--- config.mk ---
export PLATFORM = sky130hd
export DESIGN_NAME = uart_top
export DESIGN_NICKNAME = d
export VERILOG_FILES = /design/src/uart_pkg.sv /design/src/uart_baud_gen.sv /design/src/uart_tx_fifo.sv /design/src/uart_transmitter.sv /design/src/uart_receiver.sv /design/src/uart_top.sv
export SDC_FILE = /design/constraint.sdc
export NUM_CORES = 1
export LEC_CHECK = 0
export BUFFER_PORTS_ARGS = -buffer_cell sky130_fd_sc_hd__buf_2
export CAP_MARGIN = 30
export CORE_UTILIZATION = 40
export CTS_CLUSTER_SIZE = 16
export DETAILED_ROUTE_END_ITERATION = 8
export GPL_TIMING_DRIVEN = 0
export PLACE_DENSITY = 0.66
export SYNTH_ARGS = -nofsm -noshare
export SYNTH_HDL_FRONTEND = slang
export SYNTH_SLANG_ARGS = --single-unit
--- constraint.sdc ---
create_clock -name iCLOCK -period 2.68 [get_ports iCLOCK]
set_input_delay 0.536 -clock iCLOCK [delete_from_list [all_inputs] [get_ports iCLOCK]]
set_output_delay 0.536 -clock iCLOCK [all_outputs]
set_load 0.02 [all_outputs]
--- src/uart_pkg.sv ---
// UART package with character and divisor widths, oversampling, frame layout, FIFO depth, FSM codes
`default_nettype none

package uart_pkg;

	// Character width
	localparam int DATA_W = 8;
	// Baud divisor width
	localparam int BAUD_W = 20;

	// Ticks per serial bit
	localparam int OVERSAMPLE = 4;
	localparam int OS_SHIFT = $clog2(OVERSAMPLE);

	// Start bit, data bits and stop bit
	localparam int FRAME_BITS = DATA_W + 2;
	localparam int FRAME_TICKS = FRAME_BITS * OVERSAMPLE;
	localparam int BIT_IDX_W = $clog2(FRAME_BITS);

	// Tick counter must reach FRAME_TICKS
	localparam int TICK_CNT_W = $clog2(FRAME_TICKS + 1);
	// Received data bit counter
	localparam int BIT_CNT_W = $clog2(DATA_W);

	// Transmit FIFO size and initial host credits
	localparam int FIFO_DEPTH = 4;
	localparam int FIFO_AW = $clog2(FIFO_DEPTH);

	// Last tick of a transmitted frame
	localparam logic [TICK_CNT_W-1:0] TX_LAST_TICK = TICK_CNT_W'(FRAME_TICKS - 1);
	// Receiver tick counts for mid start bit and bit period
	localparam logic [TICK_CNT_W-1:0] RX_MID_TICK = TICK_CNT_W'(OVERSAMPLE / 2 - 1);
	localparam logic [TICK_CNT_W-1:0] RX_BIT_TICK = TICK_CNT_W'(OVERSAMPLE - 1);
	localparam logic [BIT_CNT_W-1:0] RX_LAST_BIT = BIT_CNT_W'(DATA_W - 1);

	// Transmitter FSM
	localparam logic TX_IDLE = 1'b0;
	localparam logic TX_WORKING = 1'b1;

	// Receiver FSM
	localparam logic [1:0] RX_IDLE = 2'd0;
	localparam logic [1:0] RX_START = 2'd1;
	localparam logic [1:0] RX_DATA = 2'd2;
	localparam logic [1:0] RX_STOP = 2'd3;

endpackage

`default_nettype wire

--- src/uart_baud_gen.sv ---
// Baud generator module producing the oversampling tick from a run-time divisor
`timescale 1ns/100ps
`default_nettype none

module uart_baud_gen (
	input wire iCLOCK,
	input wire inRESET,
	// Tick period is baud_div+1 clocks
	input wire [uart_pkg::BAUD_W-1:0] baud_div,
	output logic tick
);

	// Free-running divisor counter
	logic [uart_pkg::BAUD_W-1:0] div_cnt;

	always_ff @(posedge iCLOCK or negedge inRESET) begin
		if (!inRESET) begin
			div_cnt <= '0;
			tick <= 1'b0;
		end else begin
			// Wrap also covers a divisor lowered below the current count
			if (div_cnt >= baud_div) begin
				div_cnt <= '0;
				tick <= 1'b1;
			end else begin
				div_cnt <= div_cnt + 1'b1;
				// Tick lasts a single clock
				tick <= 1'b0;
			end
		end
	end

endmodule

`default_nettype wire

--- src/uart_tx_fifo.sv ---
// Transmit FIFO module with credit return on every pop
`timescale 1ns/100ps
`default_nettype none

module uart_tx_fifo (
	input wire iCLOCK,
	input wire inRESET,
	// Host side, one push per credit held
	input wire push,
	input wire [uart_pkg::DATA_W-1:0] push_data,
	// Transmitter side
	input wire fifo_pop,
	output logic fifo_valid,
	output logic [uart_pkg::DATA_W-1:0] fifo_data,
	// One pulse per freed entry
	output logic credit_return
);

	// Byte storage
	logic [uart_pkg::DATA_W-1:0] mem [uart_pkg::FIFO_DEPTH];
	// Pointers wrap naturally at the power of two depth
	logic [uart_pkg::FIFO_AW-1:0] wr_ptr;
	logic [uart_pkg::FIFO_AW-1:0] rd_ptr;
	// Occupancy, one bit wider to hold a full FIFO
	logic [uart_pkg::FIFO_AW:0] count;
	// Pop only counts when an entry is present
	logic do_pop;

	assign do_pop = fifo_pop && (count != '0);

	// Storage write
	always_ff @(posedge iCLOCK) begin
		if (push) begin
			mem[wr_ptr] <= push_data;
		end
	end

	// Pointers, occupancy and credit pulse
	always_ff @(posedge iCLOCK or negedge inRESET) begin
		if (!inRESET) begin
			wr_ptr <= '0;
			rd_ptr <= '0;
			count <= '0;
			credit_return <= 1'b0;
		end else begin
			if (push) begin
				wr_ptr <= wr_ptr + 1'b1;
			end
			if (do_pop) begin
				rd_ptr <= rd_ptr + 1'b1;
			end
			// Simultaneous push and pop leave the count unchanged
			case ({push, do_pop})
				2'b10: count <= count + 1'b1;
				2'b01: count <= count - 1'b1;
				default: count <= count;
			endcase
			// Credit goes back the cycle after the pop
			credit_return <= do_pop;
		end
	end

	// Head of queue toward the transmitter
	assign fifo_valid = (count != '0);
	assign fifo_data = mem[rd_ptr];

endmodule

`default_nettype wire

--- src/uart_transmitter.sv ---
// UART transmitter module serializing 8N1 frames on the oversampling tick
`timescale 1ns/100ps
`default_nettype none

module uart_transmitter (
	input wire iCLOCK,
	input wire inRESET,
	// Oversampling enable
	input wire tick,
	// FIFO head
	input wire fifo_valid,
	input wire [uart_pkg::DATA_W-1:0] fifo_data,
	output logic fifo_pop,
	// Serial line
	output logic txd,
	output logic tx_busy
);

	logic state;
	// Ticks elapsed in the current frame
	logic [uart_pkg::TICK_CNT_W-1:0] tick_cnt;
	// Byte taken from the FIFO
	logic [uart_pkg::DATA_W-1:0] tx_data;
	// Stop bit still on the line after the FSM went idle
	logic stop_tail;
	// Full frame, bit 0 goes first
	logic [uart_pkg::FRAME_BITS-1:0] frame;
	// Current bit position in the frame
	logic [uart_pkg::BIT_IDX_W-1:0] bit_idx;

	// Take the next byte whenever idle
	assign fifo_pop = (state == uart_pkg::TX_IDLE) && fifo_valid;

	// Stop, data LSB first, start
	assign frame = {1'b1, tx_data, 1'b0};
	// Divide by the oversampling factor
	assign bit_idx = tick_cnt[uart_pkg::TICK_CNT_W-1:uart_pkg::OS_SHIFT];

	assign tx_busy = (state == uart_pkg::TX_WORKING) || stop_tail;

	// Data latch
	always_ff @(posedge iCLOCK) begin
		if (fifo_pop) begin
			tx_data <= fifo_data;
		end
	end

	// Frame sequencing
	always_ff @(posedge iCLOCK or negedge inRESET) begin
		if (!inRESET) begin
			state <= uart_pkg::TX_IDLE;
			tick_cnt <= '0;
			txd <= 1'b1;
			stop_tail <= 1'b0;
		end else begin
			case (state)
				uart_pkg::TX_IDLE: begin
					if (fifo_pop) begin
						// Line stays high until the next tick
						state <= uart_pkg::TX_WORKING;
						tick_cnt <= '0;
						stop_tail <= 1'b0;
					end else if (tick) begin
						// Last stop bit period done
						stop_tail <= 1'b0;
					end
				end
				uart_pkg::TX_WORKING: begin
					if (tick) begin
						// New line level on every tick
						txd <= frame[bit_idx];
						if (tick_cnt == uart_pkg::TX_LAST_TICK) begin
							// Stop bit now driven, finishes during idle
							state <= uart_pkg::TX_IDLE;
							stop_tail <= 1'b1;
						end else begin
							tick_cnt <= tick_cnt + 1'b1;
						end
					end
				end
				default: begin
					state <= uart_pkg::TX_IDLE;
				end
			endcase
		end
	end

endmodule

`default_nettype wire

--- src/uart_receiver.sv ---
// UART receiver module with input synchronizer, start check, mid-bit sampling and stop check
`timescale 1ns/100ps
`default_nettype none

module uart_receiver (
	input wire iCLOCK,
	input wire inRESET,
	// Oversampling enable
	input wire tick,
	// Asynchronous serial input
	input wire rxd,
	// Received byte toward the host
	output logic [uart_pkg::DATA_W-1:0] rx_data,
	output logic rx_valid,
	output logic rx_frame_error
);

	// Two-flop synchronizer
	logic rxd_meta;
	logic rxd_sync;
	logic [1:0] state;
	// Ticks inside the current bit
	logic [uart_pkg::TICK_CNT_W-1:0] tick_cnt;
	// Data bits received so far
	logic [uart_pkg::BIT_CNT_W-1:0] bit_cnt;
	// Data shift register, LSB arrives first
	logic [uart_pkg::DATA_W-1:0] shift;
	// Mid-bit sample strobes
	logic bit_end;
	logic data_sample;
	logic stop_sample;

	assign bit_end = tick && (tick_cnt == uart_pkg::RX_BIT_TICK);
	assign data_sample = (state == uart_pkg::RX_DATA) && bit_end;
	assign stop_sample = (state == uart_pkg::RX_STOP) && bit_end;

	// Payload path
	always_ff @(posedge iCLOCK) begin
		if (data_sample) begin
			shift <= {rxd_sync, shift[uart_pkg::DATA_W-1:1]};
		end
		if (stop_sample) begin
			rx_data <= shift;
		end
	end

	always_ff @(posedge iCLOCK or negedge inRESET) begin
		if (!inRESET) begin
			// Idle line is high
			rxd_meta <= 1'b1;
			rxd_sync <= 1'b1;
			state <= uart_pkg::RX_IDLE;
			tick_cnt <= '0;
			bit_cnt <= '0;
			rx_valid <= 1'b0;
			rx_frame_error <= 1'b0;
		end else begin
			rxd_meta <= rxd;
			rxd_sync <= rxd_meta;
			rx_valid <= 1'b0;
			// Report byte and stop level together
			if (stop_sample) begin
				rx_valid <= 1'b1;
				rx_frame_error <= !rxd_sync;
			end
			if (tick) begin
				case (state)
					uart_pkg::RX_IDLE: begin
						// Low line means a start bit begins
						if (!rxd_sync) begin
							state <= uart_pkg::RX_START;
							tick_cnt <= '0;
						end
					end
					uart_pkg::RX_START: begin
						if (tick_cnt == uart_pkg::RX_MID_TICK) begin
							tick_cnt <= '0;
							bit_cnt <= '0;
							// High at mid start is a glitch, drop silently
							if (rxd_sync) begin
								state <= uart_pkg::RX_IDLE;
							end else begin
								state <= uart_pkg::RX_DATA;
							end
						end else begin
							tick_cnt <= tick_cnt + 1'b1;
						end
					end
					uart_pkg::RX_DATA: begin
						if (tick_cnt == uart_pkg::RX_BIT_TICK) begin
							tick_cnt <= '0;
							bit_cnt <= bit_cnt + 1'b1;
							// Eighth bit taken
							if (bit_cnt == uart_pkg::RX_LAST_BIT) begin
								state <= uart_pkg::RX_STOP;
							end
						end else begin
							tick_cnt <= tick_cnt + 1'b1;
						end
					end
					uart_pkg::RX_STOP: begin
						// Back to idle at mid stop bit
						if (tick_cnt == uart_pkg::RX_BIT_TICK) begin
							tick_cnt <= '0;
							state <= uart_pkg::RX_IDLE;
						end else begin
							tick_cnt <= tick_cnt + 1'b1;
						end
					end
					default: begin
						state <= uart_pkg::RX_IDLE;
					end
				endcase
			end
		end
	end

endmodule

`default_nettype wire

--- src/uart_top.sv ---
// UART top module connecting baud generator, transmit FIFO, transmitter and receiver
`timescale 1ns/100ps
`default_nettype none

module uart_top (
	input wire iCLOCK,
	input wire inRESET,
	// Change only while both directions are idle
	input wire [uart_pkg::BAUD_W-1:0] baud_div,
	// Host transmit side under credit flow control
	input wire push,
	input wire [uart_pkg::DATA_W-1:0] push_data,
	output logic credit_return,
	// Serial transmit
	output logic txd,
	output logic tx_busy,
	// Serial receive
	input wire rxd,
	output logic [uart_pkg::DATA_W-1:0] rx_data,
	output logic rx_valid,
	output logic rx_frame_error
);

	// Shared oversampling enable
	logic tick;
	// FIFO to transmitter
	logic fifo_valid;
	logic [uart_pkg::DATA_W-1:0] fifo_data;
	logic fifo_pop;

	uart_baud_gen u_baud_gen (
		.iCLOCK(iCLOCK),
		.inRESET(inRESET),
		.baud_div(baud_div),
		.tick(tick)
	);

	uart_tx_fifo u_tx_fifo (
		.iCLOCK(iCLOCK),
		.inRESET(inRESET),
		.push(push),
		.push_data(push_data),
		.fifo_pop(fifo_pop),
		.fifo_valid(fifo_valid),
		.fifo_data(fifo_data),
		.credit_return(credit_return)
	);

	uart_transmitter u_transmitter (
		.iCLOCK(iCLOCK),
		.inRESET(inRESET),
		.tick(tick),
		.fifo_valid(fifo_valid),
		.fifo_data(fifo_data),
		.fifo_pop(fifo_pop),
		.txd(txd),
		.tx_busy(tx_busy)
	);

	// Same tick as the transmitter
	uart_receiver u_receiver (
		.iCLOCK(iCLOCK),
		.inRESET(inRESET),
		.tick(tick),
		.rxd(rxd),
		.rx_data(rx_data),
		.rx_valid(rx_valid),
		.rx_frame_error(rx_frame_error)
	);

endmodule

`default_nettype wire

* Word level (Yosys, flattened, before mapping)
Memory sizes are Yosys's and may differ from the RTL's. A register that Yosys moved wholly into a read port is not among the register bits.
Index checks and enable logic that the tools add are counted.
** Word-level totals
- Input bits :: 32
- Register bits :: 69
- RAM bits :: 32
- Memories :: 1
- Logic and storage cells :: 103
** Operators by class
- Reductions and logical operators :: 18
- Equality and inequality tests :: 19
- Bitwise gates (word level) :: 1
- Magnitude comparators :: 2
- Add/subtract/negate cells :: 8
- Mux-type cells :: 35
** Memory list
- u_tx_fifo.mem :: depth 4, width 8, read ports 1, clocked after Yosys merged registers in 1, write ports 1, RTL line uart_tx_fifo.sv:20 : logic [uart_pkg::DATA_W-1:0] mem [uart_pkg::FIFO_DEPTH];
** Operator list (count)
- 2-to-1 mux 6 bit :: 6
- adder 20 x 1 -> 20 bit (second input constant) :: 1
- greater-or-equal comparator 20 bit :: 1
- 2-to-1 mux 20 bit :: 1
- case mux 6 bit (3 select lines) :: 1
- adder 6 x 1 -> 6 bit (second input constant) :: 2
- 2-to-1 mux 1 bit :: 12
- 2-to-1 mux 2 bit :: 6
- inequality test 2 bit (second input constant) :: 6
- case mux 3 bit (2 select lines) :: 2
- case mux 6 bit (2 select lines) :: 1
- case mux 2 bit (4 select lines) :: 1
- adder 3 x 1 -> 3 bit (second input constant) :: 2
- == test 2 bit (second input constant) :: 3
- == test 6 x 1 -> 1 bit (second input constant) :: 1
- == test 6 x 2 -> 1 bit (second input constant) :: 1
- == test 6 bit (second input constant) :: 1
- 2-to-1 mux 3 bit :: 2
- inequality test 2 x 1 -> 1 bit (second input constant) :: 3
- AND reduction 3 bit :: 2
- AND reduction 6 bit :: 1
- logical AND 1 bit :: 5
- less-than comparator 4 x 5 -> 1 bit (second input constant) :: 1
- adder 2 x 1 -> 2 bit (second input constant) :: 2
- other kinds (15) :: 19

* Logic depth before layout (Yosys ltp)
- Word-level depth :: 5
- Depth in mapped cells :: 8
- Depth with buffers taken out :: 8

* Hierarchy
Synthesis repeated with hierarchy kept, for this count alone.
** Second synthesis, totals
- Cell total of the unflattened synthesis :: 391
- Area total of the unflattened synthesis :: 5119.9 um^2
** Modules (own cells, without submodules)
- uart_tx_fifo :: instances 1, area each 1581.5 um^2, cells an instance 79, sequential area each 1161.1 um^2
- uart_baud_gen :: instances 1, area each 1485.2 um^2, cells an instance 163, sequential area each 525.5 um^2
- uart_receiver :: instances 1, area each 1278.7 um^2, cells an instance 85, sequential area each 858.3 um^2
- uart_transmitter :: instances 1, area each 774.5 um^2, cells an instance 64, sequential area each 466.7 um^2

* Worst setup path after synthesis
Ideal clock, no wire load.
- Path type :: input to register
- Start :: input baud_div[18] in the netlist's numbering
- End :: register u_baud_gen.div_cnt[9] in the netlist's numbering
- Path buffers :: 1
- Stages on the path :: 7
- Required time :: 2.544 ns
- Slack :: 0.578 ns
- Arrival :: 1.966 ns
- Path through :: inv_1 ha_1 nand4_1 or4_1 o22ai_2 buf_6 nor3_1
** On the way
- Cells in the longest elaborated chain, start to end :: 2
** RTL lines
- start, declared :: RTL line uart_top.sv:9 : input wire [uart_pkg::BAUD_W-1:0] baud_div,
- greater-or-equal comparator 20 bit :: RTL line uart_baud_gen.sv:22 : if (div_cnt >= baud_div) begin
- 2-to-1 mux 20 bit :: RTL line uart_baud_gen.sv:22
- end signal, assigned :: RTL line uart_baud_gen.sv:26 : div_cnt <= div_cnt + 1'b1;
- end, declared :: RTL line uart_baud_gen.sv:14 : logic [uart_pkg::BAUD_W-1:0] div_cnt;
Every way passes these cells.
A chain may end at the register's enable or synchronous reset.

* Worst setup path after layout
- Start :: register u_baud_gen.div_cnt[9] in the netlist's numbering
- End :: register u_baud_gen.tick
** On the way
- Cells in the longest elaborated chain, start to end :: 2
** RTL lines
- greater-or-equal comparator 20 bit :: RTL line uart_baud_gen.sv:22
- 2-to-1 mux 1 bit :: RTL line uart_baud_gen.sv:22
- end signal, assigned :: RTL line uart_baud_gen.sv:19 : tick <= 1'b0;
- end signal, assigned :: RTL line uart_baud_gen.sv:24 : tick <= 1'b1;
- end signal, assigned :: RTL line uart_baud_gen.sv:28 : tick <= 1'b0;
- end, declared :: RTL line uart_baud_gen.sv:10 : output logic tick
Every way passes these cells.

==> results by group <==
Outcome
  • Outcome: finished clean

GRT
  • Grt total ovfl: 0
  • Global-route wire length before repair: 15600 µm
  • Initial antenna violation count: 0
  • Pin count of the biggest net entering global routing: 39
  • Number of global-route vias before repair: 3296
  • GR Util All Layers: 15.0%

STA
  • Final Max Tran Viols: 0
  • Slew margin rel.: 56.5%
  • Setup TNS: 0 ns
  • Minimum clock period: 2.22 ns
  • Skew final: 0.00810 ns
  • Worst hold slack: 0.108 ns
  • Pin slew with the least headroom to its limit: 0.650 ns
  • Endpoints failing setup: 0
  • Fin. Hold Viols: 0
  • RSZ-0062 raised after global routing: false
  • Fmax: 451 MHz
  • Period utilization: 82.7%

Clocking
  • Clock latency on the worst-skew pair: 0.34 ns
  • Clk buf depth: 2
  • Post-CTS Hold Buffers: 0
  • CTS tree: built
  • Sink Count: 109
  • Post-CTS Resized: 0
  • H-tree level count: 3
  • Clock slew at reported path FFs: 0.07 ns
  • Postcts setup bufs: 0
  • Number of CTS-inserted buffers: 9
  • Clock root buffer: clkbuf_16

Layout
  • Area Growth Syn to Fin: 14.5%
  • Filler cells: 1143
  • Final net count: 535
  • Share of cells above drive strength 1: 18.7%
  • Antenna Cells: 0

Worst setup path
  • Worst Path Arrival: 2.44 ns
  • Worst setup path class: reg -> reg
  • CP Launch Type: flip-flop
  • Crit end category: flip-flop
  • CP required: 2.90 ns
  • CP Max Fanout: 10

Placement
  • GPL Wtd Cong: 0.787
  • IO Port Bufs: 44
  • Dpl hpwl: 6560 µm

Synthesis
  • Post-Synthesis Cells: 410
  • Syn. warnings: 0
  • Avg Inst Size Synth: 12.7 µm²
  • Post-synthesis sequential area ratio: 57.8%
  • Mapped Area: 0.00521 mm²
  • Netlist cell types: 55
  • Asr flop ratio synth: 48.6%
  • #FFs+latches synth: 109
  • EDFF count, synth: 56
  • Syn nets: 479
  • Top_reg_cell synth: edfxtp_1

Routing
  • DR iter-0 viols: 134
  • DR vias: 3218
  • Via density: 5.00
  • DRC Markers: 0
  • DR WL/cell: 14.0 µm
  • Detailed Route WL: 8990 µm
  • Detailed-router iteration count before antenna repair: 5
  • DRT antenna net count: 0

Power
  • VDD IR max: 0.000345 V
  • Leak: 2.56 nW
  • PD cells: 829 mW/mm²

Floorplan
  • Chip Width: 116 µm
  • Core Region: 0.0127 mm²
  • Die ar.: 0.0135 mm²
  • IO Pins: 45
  • # rows: 41
  • Initial Util: 41.1%
  • Die span in y: 116 µm

Run
  • Max Cap Violations: 0

Min path
  • Worst min-delay path class: in -> async
-- through the flow --
| step | std cells | worst slack, ns | utilization (%) | total power, mW | cell area [µm²] |
|---|---|---|---|---|---|
| 2_1_floorplan | 410 | 0.578 | - | 3.30 | 5210 |
| 3_3_place_gp | 626 | 0.266 | 44.6 | 3.58 | 5650 |
| 3_5_place_dp | 627 | 0.257 | 44.7 | 3.66 | 5670 |
| 4_1_cts | 643 | 0.473 | 47.1 | 5.01 | 5970 |
| 5_1_grt | 643 | 0.275 | 47.1 | 5.26 | 5970 |
| 6_report | 643 | 0.464 | 47.1 | 4.95 | 5970 |
-- critical path, stage by stage (launching register included) --
cell	delay (ns)
dfrtp_1	0.41
ha_1	0.30
a21oi_1	0.19
o21ai_0	0.12
a221oi_1	0.35
inv_1	0.10
clkbuf_1	0.25
or2_2	0.37
-- flip-flops by register name, indices dropped and copies added, names as in the netlist, named ones only --
signal	flops
u_tx_fifo.mem	32
u_transmitter.txd	1
u_receiver.rx_valid	1
u_tx_fifo.rd_ptr	2
u_transmitter.tx_data	8
u_receiver.rxd_sync	1
u_baud_gen.tick	1
u_receiver.rxd_meta	1
u_receiver.shift	8
u_receiver.rx_data	8
u_transmitter.stop_tail	1
u_transmitter.state	1
u_receiver.tick_cnt	6
u_transmitter.tick_cnt	6
u_receiver.state	1
u_receiver.rx_frame_error	1
u_tx_fifo.count	3
u_baud_gen.div_cnt	20
u_tx_fifo.credit_return	1
u_receiver.bit_cnt	3
u_tx_fifo.wr_ptr	2
-- per-layer routing --
metal  wire, µm  share of wire (%)  vias up  track usage (%)
li1           -                  -     1595                -
met1       4280                 48     1569             19.9
met2       4420                 49       48             24.7
met3        212                2.4        6             3.01
met4         80               0.89        0             5.21
met5          0                  0        -                0
-- path summary, 6_finish.rpt --
kind	startpoint	endpoint	slack, ns	cells past startpoint
max in group asynchronous	inRESET	u_transmitter.txd$_DFFE_PN1P_	1.95	2
max reg2reg	u_baud_gen.div_cnt[9]$_DFF_PN0_	u_baud_gen.tick$_DFF_PN0_	0.46	7
min in group iCLOCK	rxd	u_receiver.rxd_meta$_DFF_PN1_	0.29	1
min	inRESET	u_baud_gen.div_cnt[9]$_DFF_PN0_	0.11	1
min reg2reg	u_receiver.rxd_meta$_DFF_PN1_	u_receiver.rxd_sync$_DFF_PN1_	0.37	0
max	u_baud_gen.div_cnt[9]$_DFF_PN0_	u_baud_gen.tick$_DFF_PN0_	0.46	7
-- cells in the mapped netlist (all sizes together) (12+ instances only) --
master  number  area, µm²
edfxtp      56       1680
dfrtp       50       1250
inv         42        158
ha          36        450
nand2       26       97.6
nor3        25        125
nand3       16       85.1
o21ai       16       80.1
nor2        15       63.8
xor2        12        105
-- power breakdown --
| part | total [mW] | switching [mW] | internal (mW) |
|---|---|---|---|
| logic | 1.25 | 0.682 | 0.570 |
| registers | 2.36 | 0.248 | 2.11 |
| clock network | 1.34 | 0.584 | 0.754 |
-- cell type report --
type                       instances  area, µm²  share of cell area, %
buffer                            10       55.1                  0.922
clock buffer                      11        243                   4.07
clock inverter                     5       60.1                   1.01
inverter                          42        158                   2.64
multi-input combinational        249       1990                   33.3
sequential                       109       3010                   50.5
tap                              172        215                   3.61
timing repair buffer              45        240                   4.02
-- logic make-up (layout without fill, tap and decap cells) --
family / count (synthesis) / in the layout / share of synthesized area (%)
flops: 109 / 109 / 57.8
buf+inv: 52 / 113 / 4.08
simple gates: 117 / 117 / 12.4
compound gates: 58 / 58 / 7.97
fa+ha+maj: 37 / 37 / 9.03
xor+xnor: 23 / 23 / 3.87
mux: 14 / 14 / 4.85
-- layout by cell type, fill, tap and decap left out, types with 14 or more instances in the layout --
master,n
nand2_1,26
ha_1,36
inv_1,42
nand3_1,15
nor2_1,14
nor3_1,25
edfxtp_1,56
dfrtp_1,50
buf_2,46
o21ai_0,15
Power figures use the tool's default switching activity.
